$ cat config.mk
export PLATFORM = sky130hd
export DESIGN_NAME = core4t
export DESIGN_NICKNAME = d
export VERILOG_FILES = /design/src/hdl/corePkg.sv /design/src/hdl/execBus.sv /design/src/hdl/wbBus.sv /design/src/hdl/threadFetch.sv /design/src/hdl/decodeRegs.sv /design/src/hdl/executeStage.sv /design/src/hdl/memWriteback.sv /design/src/hdl/core4t.sv
export SDC_FILE = /design/constraint.sdc
export NUM_CORES = 2
export LEC_CHECK = 0
export ABC_AREA = 1
export BUFFER_PORTS_ARGS = -buffer_cell sky130_fd_sc_hd__buf_2
export CAP_MARGIN = 10
export CORE_UTILIZATION = 30
export CTS_CLUSTER_DIAMETER = 40
export DETAILED_ROUTE_END_ITERATION = 6
export PLACE_DENSITY = 0.55
export SETUP_SLACK_MARGIN = 0.2
export SYNTH_ARGS = -nofsm -noshare
export SYNTH_HDL_FRONTEND = slang
export SYNTH_SLANG_ARGS = --single-unit
export TNS_END_PERCENT = 5
$ cat constraint.sdc
create_clock -name QClk -period 4.7 [get_ports QClk]
set_input_delay 0.47 -clock QClk [delete_from_list [all_inputs] [get_ports QClk]]
set_output_delay 0.47 -clock QClk [all_outputs]
set_load 0.05 [all_outputs]
$ cat src/hdl/corePkg.sv
package corePkg;

    ////////////////////
    // Widths and sizes
    ////////////////////
    localparam int XLen       = 32;
    localparam int NumThreads = 4;
    localparam int RegAddrW   = 4;      // 16 regs per thread, top rs/rd bit dropped

    typedef logic [NumThreads-1:0] threadT; // One-hot, bit n is thread n

    // Reset PC per thread, thread n boots at n*0x100
    localparam logic [NumThreads-1:0][XLen-1:0] BootPc = {
        32'h0000_0300, 32'h0000_0200, 32'h0000_0100, 32'h0000_0000
    };

    ////////////////////
    // RV32I opcodes
    ////////////////////
    localparam logic [6:0] OpLui    = 7'b0110111;
    localparam logic [6:0] OpAuiPc  = 7'b0010111;
    localparam logic [6:0] OpJal    = 7'b1101111;
    localparam logic [6:0] OpJalr   = 7'b1100111;
    localparam logic [6:0] OpBranch = 7'b1100011;
    localparam logic [6:0] OpLoad   = 7'b0000011;
    localparam logic [6:0] OpStore  = 7'b0100011;
    localparam logic [6:0] OpImm    = 7'b0010011;
    localparam logic [6:0] OpOp     = 7'b0110011;

    localparam logic [XLen-1:0] NopInstr = 32'h0000_0013; // addi x0,x0,0

    // ALU ops, coded as {funct7[5], funct3}
    typedef enum logic [3:0] {
        AluAdd  = 4'b0000,
        AluSub  = 4'b1000,
        AluSll  = 4'b0001,
        AluSlt  = 4'b0010,
        AluSltu = 4'b0011,
        AluXor  = 4'b0100,
        AluSrl  = 4'b0101,
        AluSra  = 4'b1101,
        AluOr   = 4'b0110,
        AluAnd  = 4'b0111
    } aluOpT;

    // Decoded control set, Q101H to Q102H
    typedef struct packed {
        logic jal;
        logic jalr;
        logic branch;
        logic iImm;     // I-type immediate as ALU operand 2
        logic regWr;
        logic lui;
        logic auipc;
        logic memToReg;
        logic memRd;
        logic memWr;
        logic pcToReg;  // Link value PC+4 to rd
    } ctrlT;

endpackage

$ cat src/hdl/execBus.sv
`timescale 1ns/1ns

// Execute results, registered at Q102H to Q103H
interface execBus import corePkg::*; ();
    logic [XLen-1:0]     aluOut;    // Result or memory address
    logic [XLen-1:0]     pcPlus4;
    logic [XLen-1:0]     storeData; // rs2 of a store
    logic [RegAddrW-1:0] rdPtr;
    logic [2:0]          funct3;    // Access size
    logic                regWr;
    logic                memRd;
    logic                memWr;
    logic                memToReg;
    logic                pcToReg;
    threadT              thread;

    modport source (
        output aluOut, pcPlus4, storeData, rdPtr, funct3,
        output regWr, memRd, memWr, memToReg, pcToReg, thread
    );

    modport sink (
        input aluOut, pcPlus4, storeData, rdPtr, funct3,
        input regWr, memRd, memWr, memToReg, pcToReg, thread
    );

endinterface

$ cat src/hdl/wbBus.sv
`timescale 1ns/1ns

// Q104H register write, combinational
interface wbBus import corePkg::*; ();
    logic                wrEn;
    logic [RegAddrW-1:0] wrPtr;
    logic [XLen-1:0]     wrData;
    threadT              wrThread;  // Bank select, one-hot

    modport source (output wrEn, wrPtr, wrData, wrThread);
    modport sink   (input  wrEn, wrPtr, wrData, wrThread);

endinterface

$ cat src/hdl/threadFetch.sv
`timescale 1ns/1ns

module threadFetch import corePkg::*; (
    input  logic            QClk,
    input  logic            rst,
    input  logic [XLen-1:0] nextPc,     // From Q102H
    input  threadT          exThread,   // Thread at Q102H
    output logic [XLen-1:0] PcQ100H,
    output logic [XLen-1:0] pcQ101,
    output threadT          threadQ101
);

    threadT                               ring;   // Thread at Q100H
    logic [NumThreads-1:0][XLen-1:0]      pcReg;

    ////////////////////
    // Thread ring
    ////////////////////
    // One token, rotates left each cycle
    always_ff @(posedge QClk) begin
        if (rst) begin
            ring <= threadT'(1);                        // Thread 0 first
        end else begin
            ring <= {ring[NumThreads-2:0], ring[NumThreads-1]};
        end
    end

    ////////////////////
    // Per-thread PCs
    ////////////////////
    // Written at end of the owner's Q102H, read two cycles later
    always_ff @(posedge QClk) begin
        for (int t = 0; t < NumThreads; t++) begin
            if (rst) begin
                pcReg[t] <= BootPc[t];
            end else if (exThread[t]) begin
                pcReg[t] <= nextPc;
            end
        end
    end

    // One-hot mux of the issuing thread's PC
    always_comb begin
        PcQ100H = '0;
        for (int t = 0; t < NumThreads; t++) begin
            if (ring[t]) begin
                PcQ100H = PcQ100H | pcReg[t];
            end
        end
    end

    // Q100H to Q101H
    always_ff @(posedge QClk) begin
        pcQ101 <= PcQ100H;
    end

    always_ff @(posedge QClk) begin
        if (rst) begin
            threadQ101 <= '0;               // No thread in flight
        end else begin
            threadQ101 <= ring;
        end
    end

endmodule

$ cat src/hdl/decodeRegs.sv
`timescale 1ns/1ns

module decodeRegs import corePkg::*; (
    input  logic            QClk,
    input  logic            rst,
    input  logic [XLen-1:0] instr,      // Fetched word at Q101H
    input  logic [XLen-1:0] pcQ101,
    input  threadT          threadQ101,
    wbBus.sink              wb,
    output logic [XLen-1:0] instrQ102,
    output logic [XLen-1:0] pcQ102,
    output threadT          threadQ102,
    output logic [XLen-1:0] rs1Data,
    output logic [XLen-1:0] rs2Data,
    output ctrlT            ctrl
);

    logic [6:0]          opcode;
    logic [RegAddrW-1:0] rs1Ptr;
    logic [RegAddrW-1:0] rs2Ptr;
    logic [XLen-1:0]     rs1Next;
    logic [XLen-1:0]     rs2Next;
    ctrlT                ctrlNext;

    // Four banks of 16 regs, one per thread
    logic [XLen-1:0] regBank [NumThreads][16];

    assign opcode = instr[6:0];
    assign rs1Ptr = instr[15 +: RegAddrW];  // Bit 19 ignored
    assign rs2Ptr = instr[20 +: RegAddrW];  // Bit 24 ignored

    ////////////////////
    // Opcode decode
    ////////////////////
    always_comb begin
        ctrlNext.jal      = (opcode == OpJal);
        ctrlNext.jalr     = (opcode == OpJalr);
        ctrlNext.branch   = (opcode == OpBranch);
        ctrlNext.iImm     = (opcode == OpImm) || (opcode == OpLoad) || (opcode == OpJalr);
        ctrlNext.regWr    = (opcode == OpLui) || (opcode == OpAuiPc) || (opcode == OpJal)
                         || (opcode == OpJalr) || (opcode == OpLoad) || (opcode == OpImm)
                         || (opcode == OpOp);
        ctrlNext.lui      = (opcode == OpLui);
        ctrlNext.auipc    = (opcode == OpAuiPc);
        ctrlNext.memToReg = (opcode == OpLoad);
        ctrlNext.memRd    = (opcode == OpLoad);
        ctrlNext.memWr    = (opcode == OpStore);
        ctrlNext.pcToReg  = (opcode == OpJal) || (opcode == OpJalr); // Link
    end

    ////////////////////
    // Register read
    ////////////////////
    // Bank picked by Q101H thread, zero if none
    always_comb begin
        rs1Next = '0;
        rs2Next = '0;
        for (int t = 0; t < NumThreads; t++) begin
            if (threadQ101[t]) begin
                rs1Next = regBank[t][rs1Ptr];
                rs2Next = regBank[t][rs2Ptr];
            end
        end
    end

    ////////////////////
    // Register write
    ////////////////////
    // Q104H write lands before the thread's next Q101H read
    always_ff @(posedge QClk) begin
        for (int t = 0; t < NumThreads; t++) begin
            regBank[t][0] <= '0;                            // x0 pinned
            if (wb.wrEn && wb.wrThread[t] && (wb.wrPtr != '0)) begin
                regBank[t][wb.wrPtr] <= wb.wrData;
            end
        end
    end

    // Q101H to Q102H payload
    always_ff @(posedge QClk) begin
        instrQ102 <= instr;
        pcQ102    <= pcQ101;
        rs1Data   <= rs1Next;
        rs2Data   <= rs2Next;
    end

    // Q101H to Q102H control
    always_ff @(posedge QClk) begin
        if (rst) begin
            ctrl       <= '0;   // No write, no strobe
            threadQ102 <= '0;   // Keeps PC enables quiet
        end else begin
            ctrl       <= ctrlNext;
            threadQ102 <= threadQ101;
        end
    end

endmodule

$ cat src/hdl/executeStage.sv
`timescale 1ns/1ns

module executeStage import corePkg::*; (
    input  logic            QClk,
    input  logic            rst,
    input  logic [XLen-1:0] instrQ102,
    input  logic [XLen-1:0] pcQ102,
    input  threadT          threadQ102,
    input  logic [XLen-1:0] rs1Data,
    input  logic [XLen-1:0] rs2Data,
    input  ctrlT            ctrl,
    output logic [XLen-1:0] nextPc,
    output threadT          exThread,
    execBus.source          ex
);

    logic [XLen-1:0] iImm;
    logic [XLen-1:0] sImm;
    logic [XLen-1:0] bImm;
    logic [XLen-1:0] uImm;
    logic [XLen-1:0] jImm;
    logic [6:0]      opcode;
    logic [2:0]      funct3;
    logic            funct7Bit5;
    aluOpT           aluOp;
    logic [XLen-1:0] aluIn1;
    logic [XLen-1:0] aluIn2;
    logic [4:0]      shamt;
    logic [XLen-1:0] aluOut;
    logic            branchTaken;
    logic [XLen-1:0] pcPlus4;

    ////////////////////
    // Field breakdown
    ////////////////////
    assign opcode     = instrQ102[6:0];
    assign funct3     = instrQ102[14:12];
    assign funct7Bit5 = instrQ102[30];      // SUB and SRA/SRAI

    // Immediates, all sign extended from bit 31
    assign iImm = {{20{instrQ102[31]}}, instrQ102[31:20]};
    assign sImm = {{20{instrQ102[31]}}, instrQ102[31:25], instrQ102[11:7]};
    assign bImm = {{20{instrQ102[31]}}, instrQ102[7], instrQ102[30:25],
                   instrQ102[11:8], 1'b0};
    assign uImm = {instrQ102[31:12], 12'b0};
    assign jImm = {{12{instrQ102[31]}}, instrQ102[19:12], instrQ102[20],
                   instrQ102[30:21], 1'b0};

    ////////////////////
    // ALU control
    ////////////////////
    // Anything but OP/OP-IMM adds (address, LUI, AUIPC, JALR)
    always_comb begin
        aluOp = AluAdd;
        if ((opcode == OpOp) || (opcode == OpImm)) begin
            unique case (funct3)
                3'b000:  aluOp = ((opcode == OpOp) && funct7Bit5) ? AluSub : AluAdd;
                3'b001:  aluOp = AluSll;
                3'b010:  aluOp = AluSlt;
                3'b011:  aluOp = AluSltu;
                3'b100:  aluOp = AluXor;
                3'b101:  aluOp = funct7Bit5 ? AluSra : AluSrl;
                3'b110:  aluOp = AluOr;
                default: aluOp = AluAnd;
            endcase
        end
    end

    // Operand select
    always_comb begin
        if (ctrl.lui) begin
            aluIn1 = '0;
        end else if (ctrl.auipc) begin
            aluIn1 = pcQ102;
        end else begin
            aluIn1 = rs1Data;
        end

        if (ctrl.lui || ctrl.auipc) begin
            aluIn2 = uImm;
        end else if (ctrl.iImm) begin
            aluIn2 = iImm;
        end else if (ctrl.memWr) begin
            aluIn2 = sImm;          // Store address offset
        end else begin
            aluIn2 = rs2Data;       // OP and branches
        end
    end

    assign shamt = aluIn2[4:0];

    ////////////////////
    // ALU
    ////////////////////
    always_comb begin
        unique case (aluOp)
            AluAdd:  aluOut = aluIn1 + aluIn2;
            AluSub:  aluOut = aluIn1 - aluIn2;
            AluSlt:  aluOut = {31'b0, $signed(aluIn1) < $signed(aluIn2)};
            AluSltu: aluOut = {31'b0, aluIn1 < aluIn2};
            AluSll:  aluOut = aluIn1 << shamt;
            AluSrl:  aluOut = aluIn1 >> shamt;
            AluSra:  aluOut = $signed(aluIn1) >>> shamt;
            AluXor:  aluOut = aluIn1 ^ aluIn2;
            AluOr:   aluOut = aluIn1 | aluIn2;
            default: aluOut = aluIn1 & aluIn2;      // AluAnd
        endcase
    end

    // Branch compare straight on rs1/rs2
    always_comb begin
        branchTaken = 1'b0;
        if (ctrl.branch) begin
            case (funct3)
                3'b000:  branchTaken = (rs1Data == rs2Data);                    // BEQ
                3'b001:  branchTaken = (rs1Data != rs2Data);                    // BNE
                3'b100:  branchTaken = ($signed(rs1Data) <  $signed(rs2Data));  // BLT
                3'b101:  branchTaken = ($signed(rs1Data) >= $signed(rs2Data));  // BGE
                3'b110:  branchTaken = (rs1Data <  rs2Data);                    // BLTU
                3'b111:  branchTaken = (rs1Data >= rs2Data);                    // BGEU
                default: branchTaken = 1'b0;
            endcase
        end
    end

    ////////////////////
    // Next PC
    ////////////////////
    assign pcPlus4 = pcQ102 + 32'd4;

    always_comb begin
        if (ctrl.jalr) begin
            nextPc = {aluOut[XLen-1:1], 1'b0};  // rs1+imm, bit 0 cleared
        end else if (ctrl.jal) begin
            nextPc = pcQ102 + jImm;
        end else if (branchTaken) begin
            nextPc = pcQ102 + bImm;
        end else begin
            nextPc = pcPlus4;
        end
    end

    assign exThread = threadQ102;   // PC write enable, one-hot

    // Q102H to Q103H payload
    always_ff @(posedge QClk) begin
        ex.aluOut    <= aluOut;
        ex.pcPlus4   <= pcPlus4;
        ex.storeData <= rs2Data;
        ex.rdPtr     <= instrQ102[7 +: RegAddrW];   // Bit 11 ignored
        ex.funct3    <= funct3;
        ex.memToReg  <= ctrl.memToReg;
        ex.pcToReg   <= ctrl.pcToReg;
        ex.thread    <= threadQ102;
    end

    // Enables
    always_ff @(posedge QClk) begin
        if (rst) begin
            ex.regWr <= 1'b0;
            ex.memRd <= 1'b0;
            ex.memWr <= 1'b0;
        end else begin
            ex.regWr <= ctrl.regWr;
            ex.memRd <= ctrl.memRd;
            ex.memWr <= ctrl.memWr;
        end
    end

endmodule

$ cat src/hdl/memWriteback.sv
`timescale 1ns/1ns

module memWriteback import corePkg::*; (
    input  logic            QClk,
    input  logic            rst,
    execBus.sink            ex,
    input  logic [XLen-1:0] MemRdDataQ104H,
    output logic [XLen-1:0] MemAdrsQ103H,
    output logic [XLen-1:0] MemWrDataWQ103H,
    output logic            CtrlMemWrQ103H,
    output logic            CtrlMemRdQ103H,
    output logic [3:0]      MemByteEnQ103H,
    wbBus.source            wb
);

    logic [XLen-1:0]     aluOutQ104;
    logic [XLen-1:0]     pcPlus4Q104;
    logic [RegAddrW-1:0] rdPtrQ104;
    logic                memToRegQ104;
    logic                pcToRegQ104;
    logic                regWrQ104;
    threadT              threadQ104;

    ////////////////////
    // Q103H data memory
    ////////////////////
    assign MemAdrsQ103H    = ex.aluOut;
    assign MemWrDataWQ103H = ex.storeData;  // Unshifted, lane 0 up
    assign CtrlMemWrQ103H  = ex.memWr;
    assign CtrlMemRdQ103H  = ex.memRd;

    always_comb begin
        case (ex.funct3[1:0])
            2'b00:   MemByteEnQ103H = 4'b0001;  // Byte
            2'b01:   MemByteEnQ103H = 4'b0011;  // Half
            2'b10:   MemByteEnQ103H = 4'b1111;  // Word
            default: MemByteEnQ103H = 4'b0000;  // Illegal size, no lanes
        endcase
    end

    // Q103H to Q104H
    always_ff @(posedge QClk) begin
        aluOutQ104   <= ex.aluOut;
        pcPlus4Q104  <= ex.pcPlus4;
        rdPtrQ104    <= ex.rdPtr;
        memToRegQ104 <= ex.memToReg;
        pcToRegQ104  <= ex.pcToReg;
        threadQ104   <= ex.thread;
        regWrQ104    <= rst ? 1'b0 : ex.regWr;
    end

    ////////////////////
    // Q104H writeback
    ////////////////////
    assign wb.wrEn     = regWrQ104;
    assign wb.wrPtr    = rdPtrQ104;
    assign wb.wrThread = threadQ104;
    assign wb.wrData   = memToRegQ104 ? MemRdDataQ104H :   // Load
                         pcToRegQ104  ? pcPlus4Q104    :   // Link
                                        aluOutQ104;

endmodule

$ cat src/hdl/core4t.sv
`timescale 1ns/1ns

module core4t import corePkg::*; (
    input  logic            QClk,
    input  logic            rst,
    // Instruction memory
    output logic [XLen-1:0] PcQ100H,
    input  logic [XLen-1:0] InstFetchQ101H,     // Word for last cycle's PC
    // Data memory
    output logic [XLen-1:0] MemAdrsQ103H,
    output logic [XLen-1:0] MemWrDataWQ103H,
    output logic            CtrlMemWrQ103H,
    output logic            CtrlMemRdQ103H,
    output logic [3:0]      MemByteEnQ103H,
    input  logic [XLen-1:0] MemRdDataQ104H      // One cycle after strobe
);

    logic [XLen-1:0] pcQ101;
    threadT          threadQ101;
    logic [XLen-1:0] instrQ102;
    logic [XLen-1:0] pcQ102;
    threadT          threadQ102;
    logic [XLen-1:0] rs1Data;
    logic [XLen-1:0] rs2Data;
    ctrlT            ctrl;
    logic [XLen-1:0] nextPc;
    threadT          exThread;

    execBus exBus ();   // Q103H
    wbBus   wbIf ();    // Q104H

    ////////////////////
    // Pipe
    ////////////////////
    threadFetch fetch (
        .QClk, .rst, .nextPc, .exThread, .PcQ100H, .pcQ101, .threadQ101
    );

    decodeRegs decode (
        .QClk, .rst, .instr(InstFetchQ101H), .pcQ101, .threadQ101,
        .wb(wbIf), .instrQ102, .pcQ102, .threadQ102, .rs1Data, .rs2Data, .ctrl
    );

    executeStage execute (
        .QClk, .rst, .instrQ102, .pcQ102, .threadQ102, .rs1Data, .rs2Data,
        .ctrl, .nextPc, .exThread, .ex(exBus)
    );

    memWriteback memWb (
        .QClk, .rst, .ex(exBus), .MemRdDataQ104H, .MemAdrsQ103H,
        .MemWrDataWQ103H, .CtrlMemWrQ103H, .CtrlMemRdQ103H,
        .MemByteEnQ103H, .wb(wbIf)
    );

endmodule

-- After elaboration in Yosys (flattened, before gate mapping)
Memories as Yosys holds them, arrays and structs flattened.
Index checks and enable logic that the tools add are counted.
- register bits: 496
- RAM bits: 2048
- output and inout bits: 102
- word-level logic and storage cells: 443
- memories: 1
- memory list (memory ; depth ; width ; read ports ; clocked after memory_dff ; write ports ; RTL line ; text):
    decode.regBank ; 4 ; 512 ; 4 ; 0 ; 4 ; decodeRegs.sv:26 ; logic [XLen-1:0] regBank [NumThreads][16];
- add/sub/neg operators: 5
- magnitude comparators: 10
- equality and inequality tests: 30
- shift operators: 3
- multiplexer cells: 192
- bitwise operators: 137
- reductions and logical operators: 25
- operators by type and width (kind ; number):
    512-bit 2-to-1 mux ; 4
    32-bit 2-to-1 mux ; 39
    32-bit binary-select mux with 4-bit select ; 8
    32-bit case mux with 9 select lines ; 1
    1-bit 2-to-1 mux ; 133
    32-bit demux with 4-bit select ; 1
    32-bit less-than comparator ; 4
    1-bit bitwise OR (first input constant) ; 128
    32-bit bitwise OR ; 4
    32-bit adder ; 3
    32-bit >= comparator ; 2
    32-bit by 3-bit adder with 32-bit output (second input constant) ; 1
    32-bit AND ; 1
    32-bit equality test ; 1
    32-bit != test ; 1
    32-bit by 5-bit left shift with 32-bit output ; 1
    32-bit by 5-bit >> shifter with 32-bit output ; 1
    32-bit by 5-bit >>> shifter with 32-bit output ; 1
    32-bit subtractor ; 1
    32-bit XOR ; 1
    7-bit by 6-bit equality test with 1-bit output (second input constant) ; 4
    4-bit case mux with 7 select lines ; 1
    7-bit by 5-bit equality test with 1-bit output (second input constant) ; 3
    7-bit equality test (second input constant) ; 3
    22 further kinds ; 55

-- Depth between registers and ports, before layout
- depth in word-level cells: 8
- gate-level depth with buffers: 28
- depth with buffers taken out: 25

-- By module
Synthesis repeated with hierarchy kept, for this count alone.
- cell total of the unflattened synthesis: 17339
- area, all modules: 137272.9 um^2
- modules (own cells, without submodules) (module ; times used ; cells an instance ; area an instance (um^2) ; seq. area each (um^2)):
    decodeRegs ; 1 ; 12495 ; 108079.9 ; 63060.5
    executeStage ; 1 ; 3388 ; 19110.8 ; 2242.2
    threadFetch ; 1 ; 1067 ; 6957.9 ; 3303.2
    memWriteback ; 1 ; 389 ; 3124.2 ; 1501.4

-- Worst setup path after synthesis
OpenSTA, ideal clock, no wires.
- kind: flip-flop to flip-flop
- start point: reg, netlist name decode.ctrl[1]
- end point: reg fetch.pcReg[117] (netlist bit)
- data arrival time: 3526 ps
- required time: 4572 ps
- slack: 1046 ps
- stages on the path, launching flop included: 24
- path buffers: 3
- period minus slack after synthesis: 3654 ps
- cell sequence: dfxtp_1 -> buf_2 -> nor2_1 -> clkinv_1 -> nor2_1 -> inv_1 -> clkbuf_1 -> o211ai_1 -> inv_1 -> ha_1 -> clkbuf_1 -> nand2_1 -> o21ai_0 -> a21o_1 -> a21oi_1 -> or2_2 -> nand3_1 -> nand2_1 -> inv_1 -> nand2_1 -> nand2_1 -> nand2_1 -> nand2_1 -> a21oi_1
- cells in the longest elaborated chain, start to end: 6
- ends and longest elaborated chain (item ; RTL line ; text):
    32-bit 2-to-1 mux * ; executeStage.sv:83 ; end else if (ctrl.memWr) begin
    32-bit 2-to-1 mux * ; executeStage.sv:81 ; end else if (ctrl.iImm) begin
    32-bit 2-to-1 mux * ; executeStage.sv:79 ; if (ctrl.lui || ctrl.auipc) begin
    32-bit subtractor, or another cell as far along ; executeStage.sv:98 ; AluSub: aluOut = aluIn1 - aluIn2;
    32-bit case mux with 9 select lines * ; executeStage.sv:96 ; unique case (aluOp)
    32-bit 2-to-1 mux * ; executeStage.sv:132 ; if (ctrl.jalr) begin
    end signal: indexed assignment ; threadFetch.sv:35 ; pcReg[t] <= BootPc[t];
    end signal: indexed assignment ; threadFetch.sv:37 ; pcReg[t] <= nextPc;
    end: declaration ; threadFetch.sv:14 ; logic [NumThreads-1:0][XLen-1:0] pcReg;
Mark *: on every way between the ends. The rest lies on a longest branch, timed or not.
A chain may end at the register's enable or synchronous reset.

-- Final worst setup path
- start point: reg, netlist name decode.ctrl[4]
- end point: reg fetch.pcReg[21] (netlist bit)
- cells in the longest elaborated chain, start to end: 5
- ends and longest elaborated chain (item ; RTL line):
    32-bit 2-to-1 mux or 1-bit logical OR (tied branches) ; executeStage.sv:73, executeStage.sv:79
    32-bit 2-to-1 mux (on tied branches) ; executeStage.sv:71, executeStage.sv:79
    32-bit subtractor, or another cell as far along ; executeStage.sv:98
    32-bit case mux with 9 select lines * ; executeStage.sv:96
    32-bit 2-to-1 mux * ; executeStage.sv:132
Marked as above.

==> flow_metrics.env <==
export IMPL_run_status="finished with violations"
export IMPL_violations="DRC"
export IMPL_hp_class="in2reg"
export IMPL_cap_violations=0
export IMPL_critical_path_required_ns=5.56
export IMPL_tritoncts_num_buffers=393
export IMPL_postSynthRegisterBits=2538
export IMPL_routed_via_count=116000
export IMPL_hold_path_cell_count=2
export IMPL_timing_rr_start="decode.ctrl[4]"
export IMPL_largest_reg_flops=2048
export IMPL_1st_iter_drt_viols=15700
export IMPL_crit_type="reg2reg"
export IMPL_syn_avg_cell_area_sq_um=8.88
export IMPL_cts_sinks=2538
export IMPL_grt_start_max_net_pins=160
export IMPL_number_of_rows_created_at_floorplan=238
export IMPL_detail_route_vias_per_cell=5.63
export IMPL_critical_path_peak_fanout=15
export IMPL_power_per_cell_area_mw_per_mm2=449
export IMPL_min_period_over_period_pct=95.0
export IMPL_rsz_0062_raised_after_global_routing="true"
export IMPL_overflow=0
export IMPL_floorplan_die_width_um=653
export IMPL_synth_cell_area_sq_mm=0.127
export IMPL_htree_levels=5
export IMPL_signed_area_change_from_the_synthesized_netlist_to_the_final_layout_pct=19.5
export IMPL_synth_edf_count=1920
export IMPL_hold_start="InstFetchQ101H[22]"
export IMPL_hpwlAfterDp_mm=362
export IMPL_timing_hold_ws_ns=0.0395
export IMPL_cts_tree="done"
export IMPL_die_area_sq_mm=0.426
export IMPL_dpl_worst_slack_ns=0.207
export IMPL_layout_drive_gt1_share_pct=11.3
export IMPL_grt_first_pass_wirelength_mm=786
export IMPL_clock_insertion_delay_worst_skew_ns=1.01
export IMPL_setup_violations=0
export IMPL_die_height_um=653
export IMPL_detailedRoute_firstPassIterationCount=7
export IMPL_ys_flop_type="edfxtp_1"
export IMPL_max_clock_freq_mhz=224
export IMPL_finClkSkew_ns=0.126
export IMPL_startpoint="decode.ctrl[4]"
export IMPL_synth_seq_area_share_pct=55.1
export IMPL_layout_top_registers="decode.regBank (2048), fetch.pcReg (128)"
export IMPL_fin_nets=14800
export IMPL_cts_root_buffer="clkbuf_16"
export IMPL_worst_r2r_path_depth=19
export IMPL_critical_path_arrival_ns=5.32
export IMPL_setup_total_negative_slack_ns=0
export IMPL_detail_route_drc_violations=2
export IMPL_critPathCaptureType="flip-flop"
export IMPL_antenna_found_initial=48
export IMPL_vdd_drop_max_uv=501
export IMPL_detail_route_wl_per_cell_um=27.4
export IMPL_route_antenna_remaining_nets=0
export IMPL_gp_weighted_congestion=1.02
export IMPL_finalMaxSlewViolations=0
export IMPL_netlist_cell_type_count=65
export IMPL_initial_core_utilization_pct=30.2
export IMPL_io_pins=168
export IMPL_global_route_total_usage_across_every_layer_pct=25.3
export IMPL_ys_async_sr_fraction_pct=0
export IMPL_max_slew_worst_pin_slew_ns=1.27
export IMPL_post_dp_cell_area_sq_mm=0.138
export IMPL_register_ranked_first_by_flip_flop_count="decode.regBank"
export IMPL_crit_path_start_kind="flip-flop"
export IMPL_max_clock_path_buffers=4
export IMPL_core_area_sq_mm=0.421
export IMPL_power_leakage_nw=56.0
export IMPL_setup_ws_ns=0.234
export IMPL_slew_headroom_pct=15.2
export IMPL_placement_io_buffers=167
export IMPL_wirelength_mm=563
export IMPL_syn_inst=14300
export IMPL_final_period_minus_worst_setup_slack_ns=4.47
export IMPL_first_global_vias=106000
export IMPL_post_cts_clock_slew_at_the_launch_and_capture_registers_of_the_worst_setup_and_hold_paths_ns=0.06
export IMPL_final_util_pct=36.1
export IMPL_design_area_sq_mm=0.152
export IMPL_yosys_warn_count=0
export IMPL_hold_viol_final=0
## area by class of cell
cell class	count	area, sq um
fillers	42500	269000
flip-flops and latches	2538	70000
multi-input cells	9742	50100
clock buffers	474	10400
well taps	5640	7060
repair buffers	793	6780
inverters	1072	4090
clock inverters	266	3480
diodes	37	92.6
## placed cells by master, fill, tap and decap left out, types with 98 or more instances in the layout
cell / n
o221ai_1: 98
nor2_1: 1444
nand3_1: 854
o22ai_1: 271
o211ai_1: 399
o21ai_0: 2744
buf_2: 159
inv_1: 1038
conb_1: 128
clkbuf_16: 394
nand2_1: 1432
ha_1: 173
buf_4: 513
dfxtp_1: 613
a21oi_1: 1517
edfxtp_1: 1920
## worst max-delay path, cell delays in order (launching register included)
cell	delay, ns
dfxtp_2	0.38
inv_2	0.16
nand2_4	0.15
inv_1	0.42
o211ai_1	0.26
ha_1	0.60
a21oi_1	0.15
o21ai_0	0.41
a21oi_1	0.12
o21ai_1	0.42
a21oi_1	0.19
or2_2	0.32
nand3_1	0.07
nand2_1	0.06
inv_1	0.05
nand2_1	0.05
nand2_1	0.12
nand2_1	0.06
nand2_1	0.21
a21oi_1	0.10
## power breakdown
part / internal [mW] / leakage, nW / switching (mW)
sequential: 26.1 / 22.5 / 0.421
combinational: 2.62 / 26.9 / 8.56
clock: 19.0 / 6.66 / 11.6
## cell families after synthesis
family	count (synthesis)	share of synthesized area (%)
fa+ha+maj	179	1.78
compound gates	5303	22.7
other cells	1	0.00295
simple gates	4068	13.4
flops	2538	55.1
buf+inv	2159	6.61
xor+xnor	64	0.441
## worst paths after layout
| path | to | slack [ns] |
|---|---|---|
| worst max register to register | fetch.pcReg[21] | 0.23 |
| worst min register to register | execute.ex.storeData[16] | 0.27 |
| worst min-delay path | decode.instrQ102[22] | 0.04 |
| worst max-delay path | fetch.pcReg[21] | 0.23 |
## Yosys cell counts, types with 7 or more instances
library cell	count	share of area (%)
o21ai_0	2745	11
edfxtp_1	1920	45
a21oi_1	1550	6.1
nor2_1	1505	4.4
nand2_1	1432	4.2
inv_1	1044	3.1
nand3_1	855	3.4
clkbuf_1	805	2.4
dfxtp_1	618	9.7
o211ai_1	399	2.4
o22ai_1	271	1.3
ha_1	175	1.7
buf_2	148	0.58
buf_1	108	0.32
o221ai_1	98	0.68
nand4_1	74	0.36
nor3_1	68	0.27
xor2_1	52	0.36
or2_2	51	0.25
o21ai_1	42	0.17
o311ai_0	40	0.28
a31oi_1	30	0.15
a211oi_1	23	0.14
a31o_2	19	0.13
inv_2	19	0.056
buf_4	16	0.094
nor4_1	15	0.074
o21bai_1	15	0.089
nand3_2	13	0.10
nand3b_1	13	0.077
a21boi_0	12	0.071
o31ai_1	12	0.071
xnor2_1	12	0.083
nor2_2	10	0.049
o21a_1	10	0.059
a21o_1	8	0.047
nand2_2	8	0.039
buf_6	7	0.062
clkinv_1	7	0.021
## metrics by stage
step	total power [mW]	cells
3_3_place_gp	37.8	19800
6_report	68.3	20600
4_1_cts	68.2	20500
3_5_place_dp	37.8	19800
5_1_grt	70.0	20500
2_1_floorplan	32.5	14400
## routing by layer
layer | part of all wire [%] | routed length [um] | vias to the layer above | GRT usage, %
li1 | - | - | 51400 | -
met1 | 41 | 233000 | 56500 | 34.5
met2 | 43 | 243000 | 6756 | 38.3
met3 | 10 | 57500 | 1195 | 4.97
met4 | 5.2 | 29500 | 16 | 12.0
met5 | 0.020 | 112 | - | 0
## what timing repair did
action	4_1_cts	5_1_grt
endpoints found under the setup margin	4	82
setup buffers	0	4
resized for setup	1	12
hold endpoints to repair	38	0
hold buffers	25	0
pin swaps	0	3
Note: power is estimated with default switching activity, not from simulation.
